--- config.mk ---
export PLATFORM = sky130hd
export DESIGN_NAME = tag_mem
export DESIGN_NICKNAME = d
export VERILOG_FILES = /design/src/hdl/cache_pkg.sv /design/src/hdl/ram_tech.sv /design/src/hdl/ram_cache_bwe_tech.sv /design/src/hdl/tag_mem.sv
export SDC_FILE = /design/constraint.sdc
export NUM_CORES = 2
export LEC_CHECK = 0
export ABC_AREA = 1
export CORE_MARGIN = 8
export CORE_UTILIZATION = 57
export CTS_CLUSTER_SIZE = 16
export DETAILED_ROUTE_END_ITERATION = 6
export DONT_BUFFER_PORTS = 1
export PLACE_DENSITY = 0.81
export RECOVER_POWER = 25
export SLEW_MARGIN = 20
export SYNTH_ARGS = -nofsm -noshare
export SYNTH_HDL_FRONTEND = slang
export SYNTH_HIERARCHICAL = 1
export SYNTH_SLANG_ARGS = --single-unit
export TNS_END_PERCENT = 5
--- constraint.sdc ---
create_clock -name i_clk -period 2.4 [get_ports i_clk]
set_clock_uncertainty 0.1 [all_clocks]
set_input_delay 0.12 -clock i_clk [delete_from_list [all_inputs] [get_ports i_clk]]
set_output_delay 0.12 -clock i_clk [all_outputs]
set_load 0.01 [all_outputs]
--- src/hdl/cache_pkg.sv ---
// cache line store definitions
`default_nettype none

package cache_pkg;

    localparam int ABUS     = 32;                    // system address width
    localparam int IBITS    = 4;                     // set index width
    localparam int LNBITS   = 4;                     // log2 of bytes per line
    localparam int FLBITS   = 4;                     // flags kept with each tag, bit 0 is valid
    localparam int TAG_BITS = ABUS - IBITS - LNBITS;

    localparam int SETS       = 2 ** IBITS;
    localparam int LINE_BYTES = 2 ** LNBITS;
    localparam int LINE_BITS  = 8 * LINE_BYTES;

    typedef logic [ABUS-1:0]       addr_t;
    typedef logic [IBITS-1:0]      index_t;
    typedef logic [TAG_BITS-1:0]   tag_t;
    typedef logic [FLBITS-1:0]     flags_t;
    typedef logic [LINE_BYTES-1:0] wstrb_t;
    typedef logic [LINE_BITS-1:0]  line_t;
    typedef logic                  way_t;

    // access request, a write when wstrb is nonzero
    typedef struct packed {
        addr_t  addr;
        wstrb_t wstrb;
        line_t  wdata;
        flags_t wflags;
    } line_req_t;

    // lookup result, one cycle after the request
    typedef struct packed {
        addr_t  raddr;   // line address, byte offset cleared
        line_t  rdata;
        flags_t rflags;
        logic   hit;
    } line_rsp_t;

endpackage

`default_nettype wire

--- src/hdl/ram_tech.sv ---
// tag word RAM
`default_nettype none

module ram_tech #(
    parameter int DBITS = 28
) (
    input  logic                  i_clk,
    input  cache_pkg::index_t     i_addr,
    input  logic                  i_wena,
    input  logic [DBITS-1:0]      i_wdata,
    output logic [DBITS-1:0]      o_rdata
);

    logic [DBITS-1:0] mem [cache_pkg::SETS];

    // read-first: the registered output sees the word before the write lands
    always_ff @(posedge i_clk) begin
        if (i_wena) begin
            mem[i_addr] <= i_wdata;
        end
        o_rdata <= mem[i_addr];
    end

endmodule

`default_nettype wire

--- src/hdl/ram_cache_bwe_tech.sv ---
// line data RAM with byte enables
`default_nettype none

module ram_cache_bwe_tech (
    input  logic                i_clk,
    input  cache_pkg::index_t   i_addr,
    input  cache_pkg::wstrb_t   i_wena,     // one enable per byte
    input  cache_pkg::line_t    i_wdata,
    output cache_pkg::line_t    o_rdata
);

    cache_pkg::line_t mem [cache_pkg::SETS];

    always_ff @(posedge i_clk) begin
        for (int i = 0; i < cache_pkg::LINE_BYTES; i++) begin
            if (i_wena[i]) begin
                mem[i_addr][8*i +: 8] <= i_wdata[8*i +: 8];
            end
        end
        o_rdata <= mem[i_addr];     // old line on a same-cycle write
    end

endmodule

`default_nettype wire

--- src/hdl/tag_mem.sv ---
// cache way tag and data store
`default_nettype none

module tag_mem (
    input  logic                  i_clk,
    input  logic                  i_nrst,
    input  cache_pkg::line_req_t  i_req,
    input  cache_pkg::addr_t      i_snoop_addr,
    output cache_pkg::line_rsp_t  o_rsp,
    output cache_pkg::flags_t     o_snoop_flags
);

    // stored word is {flags, tag}
    localparam int TWBITS = cache_pkg::TAG_BITS + cache_pkg::FLBITS;

    typedef logic [TWBITS-1:0] tag_word_t;

    cache_pkg::index_t req_index;
    cache_pkg::index_t snoop_index;
    cache_pkg::index_t r_index;
    cache_pkg::tag_t   req_tag;
    cache_pkg::tag_t   snoop_tag;
    cache_pkg::tag_t   r_tag;
    cache_pkg::tag_t   r_snoop_tag;
    logic              tag_we;
    tag_word_t         tag_wdata;
    tag_word_t         tag_rdata;
    tag_word_t         snoop_rdata;
    cache_pkg::line_t  line_rdata;

    assign req_index = i_req.addr[cache_pkg::LNBITS +: cache_pkg::IBITS];
    assign req_tag   = i_req.addr[cache_pkg::ABUS-1 -: cache_pkg::TAG_BITS];
    assign snoop_tag = i_snoop_addr[cache_pkg::ABUS-1 -: cache_pkg::TAG_BITS];

    assign tag_we    = |i_req.wstrb;                 // any strobe rewrites tag and flags
    assign tag_wdata = {i_req.wflags, req_tag};

    // snoop copy shares the write, so its index follows the write address
    assign snoop_index = tag_we ? req_index
                                : i_snoop_addr[cache_pkg::LNBITS +: cache_pkg::IBITS];

    ram_cache_bwe_tech data0 (
        .i_clk   (i_clk),
        .i_addr  (req_index),
        .i_wena  (i_req.wstrb),
        .i_wdata (i_req.wdata),
        .o_rdata (line_rdata)
    );

    ram_tech #(
        .DBITS (TWBITS)
    ) tag0 (
        .i_clk   (i_clk),
        .i_addr  (req_index),
        .i_wena  (tag_we),
        .i_wdata (tag_wdata),
        .o_rdata (tag_rdata)
    );

    ram_tech #(
        .DBITS (TWBITS)
    ) tagsnoop0 (
        .i_clk   (i_clk),
        .i_addr  (snoop_index),
        .i_wena  (tag_we),
        .i_wdata (tag_wdata),
        .o_rdata (snoop_rdata)
    );

    // lookup state for the compare in the next cycle
    always_ff @(posedge i_clk or negedge i_nrst) begin
        if (!i_nrst) begin
            r_tag       <= '0;
            r_index     <= '0;
            r_snoop_tag <= '0;
        end else begin
            r_tag       <= req_tag;
            r_index     <= req_index;
            r_snoop_tag <= snoop_tag;
        end
    end

    always_comb begin
        o_rsp.raddr  = {tag_rdata[cache_pkg::TAG_BITS-1:0], r_index,
                        {cache_pkg::LNBITS{1'b0}}};
        o_rsp.rdata  = line_rdata;
        o_rsp.rflags = tag_rdata[TWBITS-1:cache_pkg::TAG_BITS];
        // valid flag only counts when the tag matches
        o_rsp.hit    = (tag_rdata[cache_pkg::TAG_BITS-1:0] == r_tag)
                       & tag_rdata[cache_pkg::TAG_BITS];
    end

    always_comb begin
        o_snoop_flags = '0;
        if (snoop_rdata[cache_pkg::TAG_BITS-1:0] == r_snoop_tag) begin
            o_snoop_flags = snoop_rdata[TWBITS-1:cache_pkg::TAG_BITS];
        end
    end

endmodule

`default_nettype wire

# After elaboration in Yosys (flattened, before gate mapping)
# Memory sizes are Yosys's and may differ from the RTL's. A register that Yosys moved wholly into a read port is not among the register bits.
# Cells that the tools add are included.
[classes]
n_mux = 36
n_eq_ne = 2
n_reduce_logical = 1
n_bitwise = 1
[ops]
columns = ["cell", "n"]
rows = [
  ["24-bit equality test", 2],
  ["1-bit 2-to-1 mux", 34],
  ["16-bit OR reduction", 1],
  ["4-bit 2-to-1 mux", 2],
  ["1-bit AND", 1],
]
[totals]
inputBits = 214
ram_bits = 2944
out_inout_bits = 169
memories = 3
ff_bits = 52
wordCells = 46
[memory_table]
columns = ["name", "words", "word_bits", "read_ports", "rd_clocked_by_memory_dff", "wr", "line_no", "text"]
rows = [
  ["data0.mem", 16, 128, 1, 1, 1, "ram_cache_bwe_tech.sv:12", "cache_pkg::line_t mem [cache_pkg::SETS];"],
  ["tag0.mem", 16, 28, 1, 1, 1, "ram_tech.sv:14", "logic [DBITS-1:0] mem [cache_pkg::SETS];"],
  ["tagsnoop0.mem", 16, 28, 1, 1, 1, "ram_tech.sv:14", ""],
]

# Depth between registers and ports, before layout
[logic_depth]
ltp_word = 3
mapped_depth = 17
ltp_nobuf = 14

# Cells and area by module
# The synthesis kept the hierarchy.
[by_module_without_submodules]
columns = ["module", "n_inst", "cells_per_inst", "seq_area_each_um2", "area_each_um2"]
rows = [
  ["ram_cache_bwe_tech", 1, 8666, 64061.4, 88841.5],
  ["ram_tech", 2, 1851, 14013.4, 19267.2],
  ["tag_mem", 1, 295, 1301.2, 2339.7],
]

# Least setup slack after synthesis
# OpenSTA, ideal clock, no wires.
[synth_timing]
path_type = "input-to-reg"
startpoint = "input port i_req[140] in the netlist's numbering"
endpoint = "memory tagsnoop0.mem[40][0], in the netlist tagsnoop0/mem[5][0], enable pin"
t_arrival_ns = 2.707
path_buffers = 4
required_time_ns = 1.887
stages = 12
setup_slack_ns = -0.819
setup_ns = 0.413
path_cell_list = "nor2_1 > nand4_1 > or2_0 > buf_6 > nand2_1 > o21ai_2 > buf_2 > inv_2 > buf_2 > buf_2 > nand3_1 > nor2_1"
[synth_via]
word_cells_on_any_way = 4
classes_between = "3 x mux; 1 x reduce/logical"
[synth_lines]
columns = ["element", "line_no", "text"]
rows = [
  ["from (decl)", "tag_mem.sv:7", "input cache_pkg::line_req_t i_req,"],
  ["16-bit OR reduction", "tag_mem.sv:35", "assign tag_we = |i_req.wstrb;"],
  ["via tag_we", "tag_mem.sv:25", "logic tag_we;"],
  ["4-bit 2-to-1 mux", "tag_mem.sv:39", "assign snoop_index = tag_we ? req_index"],
  ["via snoop_index[1]", "tag_mem.sv:19", "cache_pkg::index_t snoop_index;"],
  ["to (decl)", "ram_tech.sv:14", ""],
]
# The timed path passes the listed nets, and every way through them passes these cells.

# Worst setup path in the final report
[layout_timing]
startpoint = "input port i_req[177] in the netlist's numbering"
endpoint = "memory tag0.mem[64][21], in the netlist tag0/mem[8][21], data pin"
[layout_lines]
columns = ["element", "line_no"]
rows = [
  ["to (decl)", "ram_tech.sv:14"],
]
# No word-level cell before the write port.

==> summary.txt <==
Synth
  – Register bit total from synthesis: 3180
  – Post-Syn Area: about 130000 µm²
  – Cells after synthesis: between 10000 and 15000
  – Synth cell types: 24
  – Seq/Total Area, Yosys: between 70% and 80%
  – Ys Warns: 6
  – Syn Area/Cell: 10.2 µm²

STA
  – Final worst path period share: 115%
  – Setup violators final: 27
  – Worst setup margin: -0.353 ns
  – RSZ-0062 raised after global routing: true
  – Slew @ Worst Pin: 2.25 ns
  – Max Fclk: 0.363 GHz
  – Worst hold slack: -0.0254 ns
  – Post-route setup TNS: -4.22 ns
  – Hold Vio Cnt, Final: 2
  – Final min period: between 2 and 3 ns
  – Max_slew headroom: -50.2%
  – Pins Over Slew Limit: between 400 and 500

Critical path
  – CP max stage delay: roughly 1.6 ns
  – Slowest-stage cell, CP: clkbuf_1
  – RR Endpoint: tag0/o_rdata[26]
  – Worst setup path end: tag0/mem[8][21]
  – Reg2reg path depth: 10
  – CP arrival: 3.40 ns
  – Type of the worst setup path: input port to flip-flop
  – Setup crit start: i_req[177]
  – Cell mode on critical path: dlygate4sd3_1
  – WP data required: between 3 and 4 ns
  – Reg2Reg Setup Slack: about 0.10 ns
  – CP cell instances: dlygate4sd3_1 -> clkbuf_1 -> dlygate4sd3_1
  – CP top delay family: buffers and inverters
  – Crit path buffers/inverters: 3
  – Worst Path Max Fanout: 31
  – CP endpoint kind: flip-flop
  – Crit Reg-Reg Startpoint: tag0/mem[2][26]
  – Crit. path cell count: 3
  – Setup crit start kind: input port

Route
  – Post-DRT Antenna Nets: 0
  – DRC errors left: between 70 and 80
  – Initial DRC count: ~12000
  – Final WL: around 360000 µm
  – DR pass1 iterations: 7
  – Vias per Instance: approximately 5.6
  – Vias: 93488
  – WL per Instance: 21.6 µm

Place
  – # port buffers: 0
  – Place WS: -1.69 ns
  – DP Cell Count: approximately 16000
  – Post-detail-place hpwl: about 180000 µm
  – Routability-driven placement congestion ratio: 0.829

Finish
  – Share of post-route cells with drive strength above 1: between 8 and 9%
  – Synthesis-to-finish area growth: 18.4%
  – # nets final: roughly 14000
  – Final non-filler cell total: 16753

GRT
  – Vias in the first global route: around 90000
  – Largest net degree at the start of global routing: 634
  – Number of antenna violations at the first check in global routing: 44
  – Global-route wire length before repair: approximately 530000 µm
  – GRT Util Overall: between 20% and 30%
  – Gr ovfl total: 0

CTS
  – CTS tree: done
  – CTS Root Cell: clkbuf_16
  – H-tree depth: 5
  – Clk sinks: roughly 3200
  – Worst skew pair latency: 1.00 ns
  – CTS buffer count: 330
  – CTS Buffer Depth: 4
  – Clk slew on worst S/H paths: ~0.06 ns

Die
  – Die H: between 400 and 500 µm
  – Std-Cell Rows: 175
  – Die span in x: a little under 500 µm
  – Num ports: 383
  – Core Region: ~230000 µm²
  – Die ar.: between 200000 and 250000 µm²
  – Initial core utilization: 57.2%

Power
  – Peak VDD IR: about 940 µV
  – Pwr per Cell Area: between 700 and 800 nW/µm²
  – Overall Power: roughly 120 mW
  – Lkg Pwr: 65.1 nW

Outcome
  – Failing checks: DRC, hold timing, capacitance limit, slew limit, setup timing
  – Outcome: complete, but fails checks

Min path
  – Worst hold path class: input port to flip-flop

Flow run
  – Max-cap violation count: 7
[cells in the mapped netlist (all sizes together)]
library cell / number / share of area (%)
nand3: 9 / 0.035
xor2: 6 / 0.041
conb: 1 / 0.0029
clkbuf: 183 / 0.53
or2: 1 / 0.0048
buf: 418 / 1.7
nand2: 8019 / 23
nor3: 1 / 0.0039
xnor2: 3 / 0.020
nand4: 2 / 0.0096
dfrtp: 52 / 1.0
dfxtp: 184 / 2.8
nand3b: 1 / 0.0058
nor2: 355 / 1.0
o221ai: 1 / 0.0068
o21ai: 17 / 0.077
edfxtp: 2944 / 68
inv: 465 / 1.3
o21a: 1 / 0.0058
[per-stage QoR]
stage                     instance area (µm²)  util, %
after floorplan                        130000        -
after global placement                 136000     59.9
after detailed placement               136000     60.0
after CTS                              153000     67.3
after global routing                   154000     67.7
final                                  154000     67.7
[final cells by class]
cell class	instances	area, µm²
clock inverters	150	1540
inverters	465	1790
repair buffers	1067	11600
multi-input cells	8420	32300
fillers	14485	73200
well taps	3009	3760
diodes	35	87.6
flip-flops and latches	3180	93400
clock buffers	427	9100
[flip-flops by register name, indices dropped and copies added, names as in the netlist]
register and cells:
r_snoop_tag 24, tagsnoop0/o_rdata 28, data0/mem 2048, tag0/mem 448, r_index 4, tagsnoop0/mem 448
data0/o_rdata 128, r_tag 24, tag0/o_rdata 28
[power by group]
part	internal, mW	switching (mW)
combinational	2.77	6.14
sequential	62.2	0.850
clock	29.7	21.2
[layout by cell type (no fill, tap or decap), types with 4 or more instances in the layout]
cell type	n
clkinv_2	51
nor2_4	39
dfxtp_1	153
nand2_2	20
o21ai_0	6
buf_12	156
diode_2	35
inv_4	4
nand2_1	7998
clkbuf_1	70
inv_1	447
dlygate4sd3_1	544
inv_2	9
dfrtp_1	52
dfxtp_4	8
inv_6	13
xor2_1	6
clkinv_4	4
dfxtp_2	23
bufinv_16	28
buf_4	342
clkinvlp_4	18
nor2_2	39
nor2_1	277
clkinv_1	37
conb_1	4
o21ai_2	5
edfxtp_1	2944
buf_16	13
clkbuf_8	22
clkbuf_16	344
[routing by layer]
metal,vias to the layer above,global-route usage (%),wire (µm)
li1,41989,-,-
met4,12,16.9,26400
met3,1576,7.03,40100
met5,-,0,108
met1,43579,33.4,122000
met2,6332,46.7,172000
[cell families after synthesis]
group | count (synthesis) | share of synthesized area, %
and+or+nand+nor | 8388 | 24.3
buffers and inverters | 1066 | 3.56
AOI/OAI and AO/OA | 19 | 0.0897
xor gates and xnor gates | 9 | 0.0608
other | 1 | 0.00289
DFF | 3180 | 72.0
[worst min-delay path, cell delays in order]
cell	delay, ns
buf_16	0.16
buf_16	0.25
nand2_1	0.10
nand2_1	0.05
nand2_1	0.05
nand2_1	0.04
nand2_1	0.05
nand2_1	0.04
inv_1	0.04
nand2_1	0.04
[what timing repair did]
action	4_1_cts	5_1_grt
hold endpoints to repair	5991	70
setup endpoints to repair	1520	552
pin swaps	1	24
gates cloned	2	2
hold buffers	528	66
resized for setup	45	67
buffers inserted	0	0
[how the worst min path moves through the flow]
stage | start | end | cells after the start
CTS | i_req[153] | data0/o_rdata[121] | 6
floorplan | i_nrst | r_index[0] | 0
global route | i_req[153] | data0/o_rdata[94] | 6
finish | i_req[152] | data0/o_rdata[21] | 10
global placement | i_nrst | r_snoop_tag[17] | 0
detailed placement | i_nrst | r_snoop_tag[18] | 0
Power figures use the tool's default switching activity.
