<file path="src/hdl/cache_pkg.sv">
// cache line store definitions
`default_nettype none

package cache_pkg;

    localparam int ABUS     = 32;                    // system address width
    localparam int IBITS    = 4;                     // set index width
    localparam int LNBITS   = 4;                     // log2 of bytes per line
    localparam int FLBITS   = 4;                     // flags kept with each tag, bit 0 is valid
    localparam int TAG_BITS = ABUS - IBITS - LNBITS;

    localparam int SETS       = 2 ** IBITS;
    localparam int LINE_BYTES = 2 ** LNBITS;
    localparam int LINE_BITS  = 8 * LINE_BYTES;

    typedef logic [ABUS-1:0]       addr_t;
    typedef logic [IBITS-1:0]      index_t;
    typedef logic [TAG_BITS-1:0]   tag_t;
    typedef logic [FLBITS-1:0]     flags_t;
    typedef logic [LINE_BYTES-1:0] wstrb_t;
    typedef logic [LINE_BITS-1:0]  line_t;
    typedef logic                  way_t;

    // access request, a write when wstrb is nonzero
    typedef struct packed {
        addr_t  addr;
        wstrb_t wstrb;
        line_t  wdata;
        flags_t wflags;
    } line_req_t;

    // lookup result, one cycle after the request
    typedef struct packed {
        addr_t  raddr;   // line address, byte offset cleared
        line_t  rdata;
        flags_t rflags;
        logic   hit;
    } line_rsp_t;

endpackage

`default_nettype wire

</file>
<file path="src/hdl/lru_table.sv">
// per set LRU victim table
`default_nettype none

module lru_table (
    input  logic                i_clk,
    input  logic                i_nrst,
    input  cache_pkg::index_t   i_index,     // index of the current access
    input  logic                i_we,
    input  cache_pkg::way_t     i_wway,
    input  logic                i_hit,       // result of last cycle's access
    input  cache_pkg::way_t     i_hit_way,
    output cache_pkg::way_t     o_victim
);

    logic [cache_pkg::SETS-1:0] victim;    // one bit per set, the way to replace next
    cache_pkg::index_t          r_index;

    assign o_victim = victim[i_index];

    always_ff @(posedge i_clk or negedge i_nrst) begin
        if (!i_nrst) begin
            victim  <= '0;
            r_index <= '0;
        end else begin
            r_index <= i_index;
            if (i_hit) begin
                victim[r_index] <= ~i_hit_way;
            end
            // later assignment wins on the same set
            if (i_we) begin
                victim[i_index] <= ~i_wway;
            end
        end
    end

endmodule

`default_nettype wire

</file>
<file path="config.mk">
export PLATFORM = sky130hd
export DESIGN_NAME = lru_table
export DESIGN_NICKNAME = d
export VERILOG_FILES = /design/src/hdl/cache_pkg.sv /design/src/hdl/lru_table.sv
export SDC_FILE = /design/constraint.sdc
export NUM_CORES = 1
export LEC_CHECK = 0
export ABC_CLOCK_PERIOD_IN_PS = 3900
export BUFFER_PORTS_ARGS = -buffer_cell sky130_fd_sc_hd__buf_2
export CELL_PAD_IN_SITES_DETAIL_PLACEMENT = 1
export CELL_PAD_IN_SITES_GLOBAL_PLACEMENT = 1
export CORE_MARGIN = 1.5
export CORE_UTILIZATION = 45
export CTS_BUF_LIST = sky130_fd_sc_hd__clkbuf_16
export CTS_CLUSTER_DIAMETER = 120
export DETAILED_ROUTE_END_ITERATION = 8
export PLACE_DENSITY = 0.85
export SLEW_MARGIN = 15
export SYNTH_ARGS = -nofsm -noshare
export SYNTH_HDL_FRONTEND = slang
export SYNTH_SLANG_ARGS = --single-unit
</file>
<file path="constraint.sdc">
create_clock -name i_clk -period 3.9 [get_ports i_clk]
set_clock_uncertainty 0.2 [all_clocks]
set_input_delay 0.78 -clock i_clk [delete_from_list [all_inputs] [get_ports i_clk]]
set_output_delay 0.78 -clock i_clk [all_outputs]
set_load 0.05 [all_outputs]
</file>
After elaboration in Yosys (flattened, before gate mapping)

Cells that the tools add are included.

Memories: 0
Bits of input ports: 10
Bits in registers: 20
Memory bits (writable): 0
Output and inout port bits: 1
Latch bits: 0
Word-level logic and storage cells: 20
Bits in read-only memories: 0

Muxes and demuxes: 10
Shifts and indexed selects: 0
Reduce and logical (&&, ||, !) cells: 2
Order comparisons: 4
Multiply operators: 0
Divide/modulo/power cells: 0
Equality and inequality tests: 0
Add/subtract/negate cells: 0
Bitwise gates (word level): 2

Operator list:

| operator                                                               | number |
|---|---|
| 16-bit bitwise mux                                                     | 2 |
| 16-bit two-way mux                                                     | 2 |
| 4-bit by 5-bit < comparator with 1-bit output (second input constant)  | 2 |
| 1-bit demux with 4-bit select                                          | 2 |
| 4-bit by 1-bit >= comparator with 1-bit output (second input constant) | 2 |
| 1-bit binary-select mux with 4-bit select                              | 1 |
| 1-bit two-way mux                                                      | 3 |
| 1-bit logical AND                                                      | 2 |
| 1-bit inverter                                                         | 2 |

Longest topological paths before layout

Gate-level depths: netlist (run 1).

Depth in word-level cells: 8
Depth in mapped cells: 5
Depth with buffers taken out: 3

Least setup slack after synthesis (run 1)

OpenSTA, ideal clock, no wires.

Kind: input-to-output
From: input port i_index[0]
To: output port o_victim
Path buffers: 1
Stages: 4
Setup slack: 0.790 ns
Data arrival time: 2.130 ns
Cell sequence: buf_2 > mux4_2 > mux2i_1 > mux2i_1

Word-level cells in the longest chain between the ends: 2

Ends and longest elaborated chain:

| item                                      | line            | RTL |
|---|---|---|
| from (decl)                               | lru_table.sv:7  | `input cache_pkg::index_t i_index,` |
| 1-bit binary-select mux with 4-bit select | lru_table.sv:18 | `assign o_victim = victim[i_index];` |
| 1-bit two-way mux (not written as such)   | lru_table.sv:18 |  |
| to (decl)                                 | lru_table.sv:12 | `output cache_pkg::way_t o_victim` |

Every way passes these cells. The select of a mux whose other input is x is not followed.

Worst setup path after layout (run 1)

Same ends and word-level chain as after synthesis.

==> results.toml, run 1 <==
[global_routing]
via_count_of_the_first_global_routing_pass = 1184
initial_antenna_violation_count = 0
grt-ovfl-total = 0
grt_max_degree = 21
gr-usage-all-layers_pct = 26.10
first_pass_grt_wire_length_um = 6182

[sta]
min_period_ns = 3.095
timing.hold.ws_ns = 0.2822
layout_worst_path_cycle_share_pct = 79.35
finalSetupTns_ns = 0
setup_repair_after_global_routing_missed_its_margin = "false"
finalMaxSlewViolations = 0
maxSlewHeadroom_pct = 60.56
final_hold_viol_count = 0
number_of_failing_setup_endpoints_in_the_final_timing_report = 0
clock.fmax_mhz = 323.1
tightestPinTransition_ns = 0.5903

[detailed_routing]
met3RoutedLength_um = 181
vias_per_cell = 6.693
drt_drc_violations_left = 0
wl_met1_um = 1604
dr.first_iter.drc_count = 26
antenna_violating_nets_post_route = 0
route.met2.wl_um = 1777
dr.max_layer_used = "met4"
via_count = 1111
drt-total-wl_um = 3611
drt-pass1-iter-count = 4
detail_route.wl_per_cell_um = 21.75

[pwr]
total_power_w = 0.0006433
power.density_cell_area_nw_per_um2 = 470.4
vdd.ir_drop.worst_mv = 0.2767
static-leakage-power_nw = 0.5838

[yosys]
register_bit_count_reported_by_yosys = 20
mappedNetlistArea_um2 = 1247
synth-simple-area-share_pct = 30.19
synthDominantAreaCellType = "dfrtp_1"
synth_enable_flop_cells = 0
cell_variety_after_synth = 25
synth.yosys.warnings = 0
yosysTopAreaCellShare_pct = 40.12
synth_flop_cell = "dfrtp_1"
synth_area_per_cell_um2 = 9.379
adder_cell_share_of_the_synthesized_area_pct = 0
post_synth_xor_area_fraction_pct = 0
synthTopCellsByArea = "dfrtp_1 (40%), o31ai_1 (9.0%), and3_1 (8.0%)"
yosysSeqAreaShare_pct = 40.12
synth_fp_nets = 143
synth_top_family_by_area = "simple AND/OR/NAND/NOR gates"
mux_contribution_to_synthesized_area_pct = 9.629
synth_cells = 133
synth.most_common_cell = "dfrtp_1"
ys_async_sr_fraction_pct = 100.0
synth_compound_area_share_pct = 16.35
synthTopCellsByCount = "dfrtp_1 (20), and3_1 (16), a21oi_1 (15), o31ai_1 (15), nor2_1 (12)"

[setup_path]
timing.critical_path.buf_inv = 2
worst_path_dominant_cell_family = "multiplexers"
worstPathCellList = "buf_2, mux4_2, mux2i_1, mux2i_1, buf_2"
timing.critical_path.slowest_cell_delay_ns = 0.57
cp-end-kind = "output port"
wp_data_required_ns = 2.92
critPathSlowestCell = "mux4_2"
arrival_worst_endpoint_ns = 2.11
critical_path.max_fanout = 16
crit_type = "in2out"
timing.critical_path.from_type = "primary input"

[die]
die-width_um = 55.65
core_um2 = 2545
placement_rows = 18
pin_count = 11
die_area_um2 = 3097
initial_core_util_pct = 49.02
chipHeight_um = 55.65

[final_layout]
fillerInstances = 287
antennaDiodeCount = 0
fin_area_um2 = 1368
stdcell_count = 166
post_route_cells_drive_above_1_share_pct = 14.71
final_nets = 148
area_of_all_sequential_standard_cells_um2 = 500.5
syn_to_final_growth_pct = 9.629
multiInputGateArea_um2 = 700.7

[placement]
numPlacedInstances = 163
gp_congestion = 0.7930
post-dp-hpwl_um = 2473
io_buffer_count = 10
detailed_place.area_um2 = 1292

[clocking]
ctsLongestPathBuffers = 2
post-cts-setup-buffers = 0
clkSlewWorstSetupHoldPaths_ns = 0.06
tritoncts = "yes"
ctsHoldBuffers = 0
ctsRootBufferMaster = "clkbuf_16"
cts_sinks = 20
postCtsResizedCells = 0
cts_made_buffers = 3
clk_latency_ns = 0.25
htreeDepth = 1

[flow_run]
maxCapViolCount = 0

[outcome]
outcome = "finished clean"

[worst_hold_path]
min_path_type = "in2async"
[path summary, 6_finish.rpt]
check                            from    endpoint  slack [ns]  depth (start not counted)
hold reg to reg            victim[10]  victim[10]        0.42                          2
hold / removal                 i_nrst  r_index[1]        0.28                          1
max in group asynchronous      i_nrst   victim[4]        2.89                          1
setup reg to reg           r_index[1]   victim[1]        2.26                          3
min in group i_clk         victim[10]  victim[10]        0.42                          2
setup / recovery           i_index[0]    o_victim        0.81                          5
[flip-flops by register name, summed over array words and instances (netlist names)]
register / count
victim: 16
r_index: 4
[metrics by stage]
stage | util, % | worst slack, ns
after detailed placement | 50.79 | 0.8277
after global placement | 50.79 | 0.8520
final | 53.74 | 0.8054
after floorplan | - | 0.7898
after CTS | 53.74 | 0.7990
after global routing | 53.74 | 0.7624
[power breakdown]
| part | total, W | internal (W) | switching [W] |
|---|---|---|---|
| combinational | 0.000145 | 0.0000640 | 0.0000810 |
| clock | 0.000216 | 0.000135 | 0.0000806 |
| sequential | 0.000282 | 0.000251 | 0.0000308 |
| total | 0.000643 | 0.000451 | 0.000192 |
[worst register-to-register path: cells and delay by family, from the launching register on]
kind | cells | cell delay [ns]
AOI/OAI and AO/OA | 2 | 0.44
and+or+nand+nor | 1 | 0.49
DFF | 1 | 0.41
[per-layer routing]
metal  vias to the layer above  GRT usage, %
li1                        513             -
met4                         0         8.014
met5                         -             0
met2                        31         41.50
met3                         5         3.023
met1                       562         37.46
[kinds of logic after synthesis]
family	count (synthesis)
buffers and inverters	11
AOI/OAI and AO/OA	32
DFF	20
muxes	7
and+or+nand+nor	63
[area by class of cell]
type	instances	area share (%)
clock buffer	3	5.489
inverter	1	0.2745
sequential	20	36.60
timing repair buffer	10	3.660
multi-input combinational	102	51.24
tap	30	2.745
[cells in the final DEF (no fill, tap or decap), types with 3 or more instances in the layout]
master     Yosys  layout
a21oi_1       15      15
and3_1        16      16
buf_2          4      10
clkbuf_16      0       3
dfrtp_1       20      20
mux2i_1        3       3
mux4_2         4       4
nand3b_1       3       3
nor2_1        12      12
nor3_1         5       5
o31ai_1       15      15
or3_1         11      11
or4_1          4       4
(Power assumes the default switching activity.)
==> run 2: changes to the inputs <==
--- a/config.mk
+++ b/config.mk
@@ -5,16 +5,16 @@
 export SDC_FILE = /design/constraint.sdc
 export NUM_CORES = 1
 export LEC_CHECK = 0
-export ABC_CLOCK_PERIOD_IN_PS = 3900
+export ABC_CLOCK_PERIOD_IN_PS = 2690
 export BUFFER_PORTS_ARGS = -buffer_cell sky130_fd_sc_hd__buf_2
 export CELL_PAD_IN_SITES_DETAIL_PLACEMENT = 1
 export CELL_PAD_IN_SITES_GLOBAL_PLACEMENT = 1
 export CORE_MARGIN = 1.5
-export CORE_UTILIZATION = 45
+export CORE_UTILIZATION = 40
 export CTS_BUF_LIST = sky130_fd_sc_hd__clkbuf_16
 export CTS_CLUSTER_DIAMETER = 120
 export DETAILED_ROUTE_END_ITERATION = 8
-export PLACE_DENSITY = 0.85
+export PLACE_DENSITY = 0.8
 export SLEW_MARGIN = 15
 export SYNTH_ARGS = -nofsm -noshare
 export SYNTH_HDL_FRONTEND = slang
==> constraint.sdc (replaced) <==
create_clock -name i_clk -period 2.69 [get_ports i_clk]
set_clock_uncertainty 0.2 [all_clocks]
set_input_delay 0.538 -clock i_clk [delete_from_list [all_inputs] [get_ports i_clk]]
set_output_delay 0.538 -clock i_clk [all_outputs]
set_load 0.05 [all_outputs]
==> results.toml, run 2 (synthesis results as in run 1) <==
[final_layout]
largest_registers = "victim (16), r_index (4)"
final_nets = 149
max_flop_register = "victim"
area_of_all_sequential_standard_cells_um2 = 500.5
antennaDiodeCount = 0
syn_to_final_growth_pct = 10.83
post_route_cells_drive_above_1_share_pct = 15.22
most_common_library_cell_in_the_layout_ignoring_fill_and_taps = "dfrtp_1"
final_cell_mix = "dfrtp_1 (20), and3_1 (16), a21oi_1 (15), o31ai_1 (15), nor2_1 (12)"
fillerInstances = 345
largest_register_ff_count = 16
fin_area_um2 = 1383
multiInputGateArea_um2 = 700.7

[setup_path]
crit_type = "in2out"
critical_path.max_fanout = 7
timing.critical_path.slowest_cell_delay_ns = 0.55
arrival_worst_endpoint_ns = 1.83
reg2reg_slack_ns = 1.06
critPathSlowestCell = "mux4_2"
worstPathCellList = "buf_2, mux4_2, mux2i_1, mux2i_1, buf_2"
timing.critical_path.from_type = "primary input"
cp-end-kind = "output port"
wp_data_required_ns = 1.95

[detailed_routing]
via_count = 1128
vias_per_cell = 6.596
drt-pass1-iter-count = 4
drt-total-wl_um = 3700
antenna_violating_nets_post_route = 0
detail_route.wl_per_cell_um = 21.64
dr.first_iter.drc_count = 15
drt_drc_violations_left = 0

[sta]
tightestPinTransition_ns = 0.5824
number_of_failing_setup_endpoints_in_the_final_timing_report = 0
maxSlewHeadroom_pct = 61.09
layout_worst_path_cycle_share_pct = 95.47
finalMaxSlewViolations = 0
clock.fmax_mhz = 389.4
finalSetupTns_ns = 0
min_period_ns = 2.568
final_hold_viol_count = 0
setup_repair_after_global_routing_missed_its_margin = "false"

[pwr]
vdd.ir_drop.worst_mv = 0.4198
power.density_cell_area_nw_per_um2 = 675.4
total_power_w = 0.0009339
static-leakage-power_nw = 0.5902

[die]
core_um2 = 3003
die_area_um2 = 3463
initial_core_util_pct = 41.54
die-width_um = 58.85
chipHeight_um = 58.85
pin_count = 11
placement_rows = 20

[clocking]
ctsRootBufferMaster = "clkbuf_16"
post-cts-setup-buffers = 0
htreeDepth = 1
clkSlewWorstSetupHoldPaths_ns = 0.06
cts_made_buffers = 3
postCtsResizedCells = 0
ctsLongestPathBuffers = 2
tritoncts = "yes"
ctsHoldBuffers = 0
cts_sinks = 20
clk_latency_ns = 0.25

[global_routing]
grt_max_degree = 21
gr-usage-all-layers_pct = 22.61
grt-ovfl-total = 0
initial_antenna_violation_count = 0
via_count_of_the_first_global_routing_pass = 1146
first_pass_grt_wire_length_um = 5802

[placement]
post-dp-hpwl_um = 2521
gp_congestion = 0.8510
io_buffer_count = 10
detailed_place.area_um2 = 1304

[flow_run]
maxCapViolCount = 0

[outcome]
outcome = "finished clean"

[worst_hold_path]
min_path_type = "in2async"
## run 2: power by group
part	switching, W	internal [W]	total, W
combinational	0.000120	0.0000937	0.000214
clock	0.000112	0.000198	0.000310
sequential	0.0000456	0.000364	0.000410
## run 2: through the flow
stage	hold slack [ns]	worst slack (ns)	utilization, %	std cells
6_report	0.03961	0.1220	46.04	171
5_1_grt	0.07683	0.08436	46.04	171
4_1_cts	0.05340	0.1340	46.04	171
3_5_place_dp	0.3296	0.2435	43.42	167
3_3_place_gp	0.3186	0.2713	43.42	167
2_1_floorplan	0.04241	0.06376	-	133
## run 2: worst paths after layout
kind / to / start / cells past startpoint
max: o_victim / i_index[0] / 5
min: victim[0] / i_nrst / 1
max reg2reg: victim[0] / r_index[1] / 3
min reg2reg: victim[10] / victim[10] / 2
max in group asynchronous: r_index[1] / i_nrst / 1
min in group i_clk: r_index[2] / i_index[2] / 1
## run 2: per-layer routing
layer  up-vias  track usage [%]  routed length (um)
met5         -                0                   0
met1       592            29.86                1684
met3         6            4.176                  89
met4         0            5.844                  44
li1        511                -                   -
met2        19            38.10                1881
## run 2: final cells by class
cell class | count | share of cell area [%]
Clock buffer | 3 | 5.430
Clock inverter | 1 | 0.2715
Inverter | 1 | 0.2715
Multi-Input combinational cell | 102 | 50.68
Sequential cell | 20 | 36.20
Tap cell | 33 | 2.986
Timing Repair Buffer | 11 | 4.163
## run 2: worst max-delay path, delay by kind of cell
kind,cells,cell delay (ns)
buffers and inverters,2,0.41
muxes,3,0.88
==> run 3: changes to the inputs <==
--- a/config.mk
+++ b/config.mk
@@ -15,6 +15,7 @@
 export CTS_CLUSTER_DIAMETER = 120
 export DETAILED_ROUTE_END_ITERATION = 8
 export PLACE_DENSITY = 0.8
+export RECOVER_POWER = 50
 export SLEW_MARGIN = 15
 export SYNTH_ARGS = -nofsm -noshare
 export SYNTH_HDL_FRONTEND = slang
==> results.toml, run 3 (synthesis results as in run 1) <==
[outcome]
outcome = "finished clean"

[sta]
finalSetupTns_ns = 0
number_of_failing_setup_endpoints_in_the_final_timing_report = 0
final_hold_viol_count = 0
clock.fmax_mhz = 389.4
layout_worst_path_cycle_share_pct = 95.46
setup_repair_after_global_routing_missed_its_margin = "false"
min_period_ns = 2.568
maxSlewHeadroom_pct = 23.41
finalMaxSlewViolations = 0
tightestPinTransition_ns = 1.149

[detailed_routing]
via_count = 1127
vias_per_cell = 6.591
dr.first_iter.drc_count = 16
drt-total-wl_um = 3696
antenna_violating_nets_post_route = 0
detail_route.wl_per_cell_um = 21.61
drt-pass1-iter-count = 4
drt_drc_violations_left = 0

[placement]
gp_congestion = 0.8510
detailed_place.area_um2 = 1304
numPlacedInstances = 167
post-dp-hpwl_um = 2521
io_buffer_count = 10

[die]
placement_rows = 20
chipHeight_um = 58.85
die_area_um2 = 3463
die-width_um = 58.85
core_um2 = 3003
initial_core_util_pct = 41.54
pin_count = 11

[final_layout]
syn_to_final_growth_pct = 10.53
largest_registers = "victim (16), r_index (4)"
max_flop_register = "victim"
fillerInstances = 345
final_nets = 149
fin_area_um2 = 1379
post_route_cells_drive_above_1_share_pct = 13.04
stdcell_count = 171
most_common_library_cell_in_the_layout_ignoring_fill_and_taps = "dfrtp_1"
largest_register_ff_count = 16
final_cell_mix = "dfrtp_1 (20), and3_1 (16), a21oi_1 (15), o31ai_1 (15), nor2_1 (12)"
antennaDiodeCount = 0

[setup_path]
critPathSlowestCell = "mux4_2"
cp-end-kind = "output port"
worstPathCellList = "buf_2, mux4_2, mux2i_1, mux2i_1, buf_2"
arrival_worst_endpoint_ns = 1.83
crit_type = "in2out"
critical_path.max_fanout = 7
wp_data_required_ns = 1.95
timing.critical_path.slowest_cell_delay_ns = 0.55
timing.critical_path.from_type = "primary input"

[pwr]
power.density_cell_area_nw_per_um2 = 676.8
vdd.ir_drop.worst_mv = 0.4198
static-leakage-power_nw = 0.5819

[global_routing]
gr-usage-all-layers_pct = 22.61
grt_max_degree = 21
first_pass_grt_wire_length_um = 5802
grt-ovfl-total = 0
initial_antenna_violation_count = 0
via_count_of_the_first_global_routing_pass = 1146

[clocking]
htreeDepth = 1
post-cts-setup-buffers = 0
clkSlewWorstSetupHoldPaths_ns = 0.06
clk_latency_ns = 0.25
postCtsResizedCells = 0
ctsHoldBuffers = 0
tritoncts = "yes"
ctsLongestPathBuffers = 2
cts_made_buffers = 3
cts_sinks = 20
ctsRootBufferMaster = "clkbuf_16"

[flow_run]
maxCapViolCount = 0

[worst_hold_path]
min_path_type = "in2async"
[run 3: cell count changes in the layout (fill, tap and decap cells not counted), sizes merged]
| cell | change |
|---|---|
| buf | -3 |
| clkbuf | +3 |
[run 3: layout make-up]
type                    instances  area, um2  share of cell area (%)
well taps                      33      41.29                   2.995
inverters                       1      3.754                  0.2722
repair buffers                 11      53.80                   3.902
multi-input cells             102      700.7                   50.82
clock inverters                 1      3.754                  0.2722
flip-flops and latches         20      500.5                   36.30
clock buffers                   3      75.07                   5.445
[run 3: per-layer routing]
| metal | wire [um] | vias up | global-route usage, % |
|---|---|---|---|
| met4 | 44 | 0 | 5.844 |
| met1 | 1682 | 592 | 29.86 |
| met3 | 85 | 6 | 4.176 |
| met5 | 0 | - | 0 |
| met2 | 1883 | 19 | 38.10 |
| li1 | - | 510 | - |
[run 3: worst max-delay path, delay by kind of cell]
family / cells / cell delay [ns]
buffers and inverters: 2 / 0.41
muxes: 3 / 0.88
[run 3: where the power goes]
group          leakage (nW)  switching [W]  internal [W]
combinational         0.306       0.000120     0.0000930
clock                0.0385       0.000112      0.000198
sequential            0.237      0.0000456      0.000364
total                 0.582       0.000278      0.000656
[run 3: path summary, 6_finish.rpt]
kind | depth (start not counted) | slack [ns] | from | endpoint
min reg2reg | 2 | 0.42 | victim[10] | victim[10]
min | 1 | 0.29 | i_nrst | victim[0]
max reg2reg | 3 | 1.06 | r_index[1] | victim[0]
min in group i_clk | 1 | 0.31 | i_index[2] | r_index[2]
max in group asynchronous | 1 | 1.31 | i_nrst | r_index[1]
max | 5 | 0.12 | i_index[0] | o_victim
[run 3: per-stage QoR]
stage	util, %	setup slack [ns]	power, W	hold WS [ns]
floorplan	-	0.06376	0.0005487	0.04241
detailed placement	43.42	0.2435	0.0006183	0.3296
CTS	46.04	0.1340	0.0009351	0.05340
global placement	43.42	0.2713	0.0006086	0.3186
global route	45.92	0.08328	0.0009721	0.3111
finish	45.92	0.1220	0.0009331	0.2919
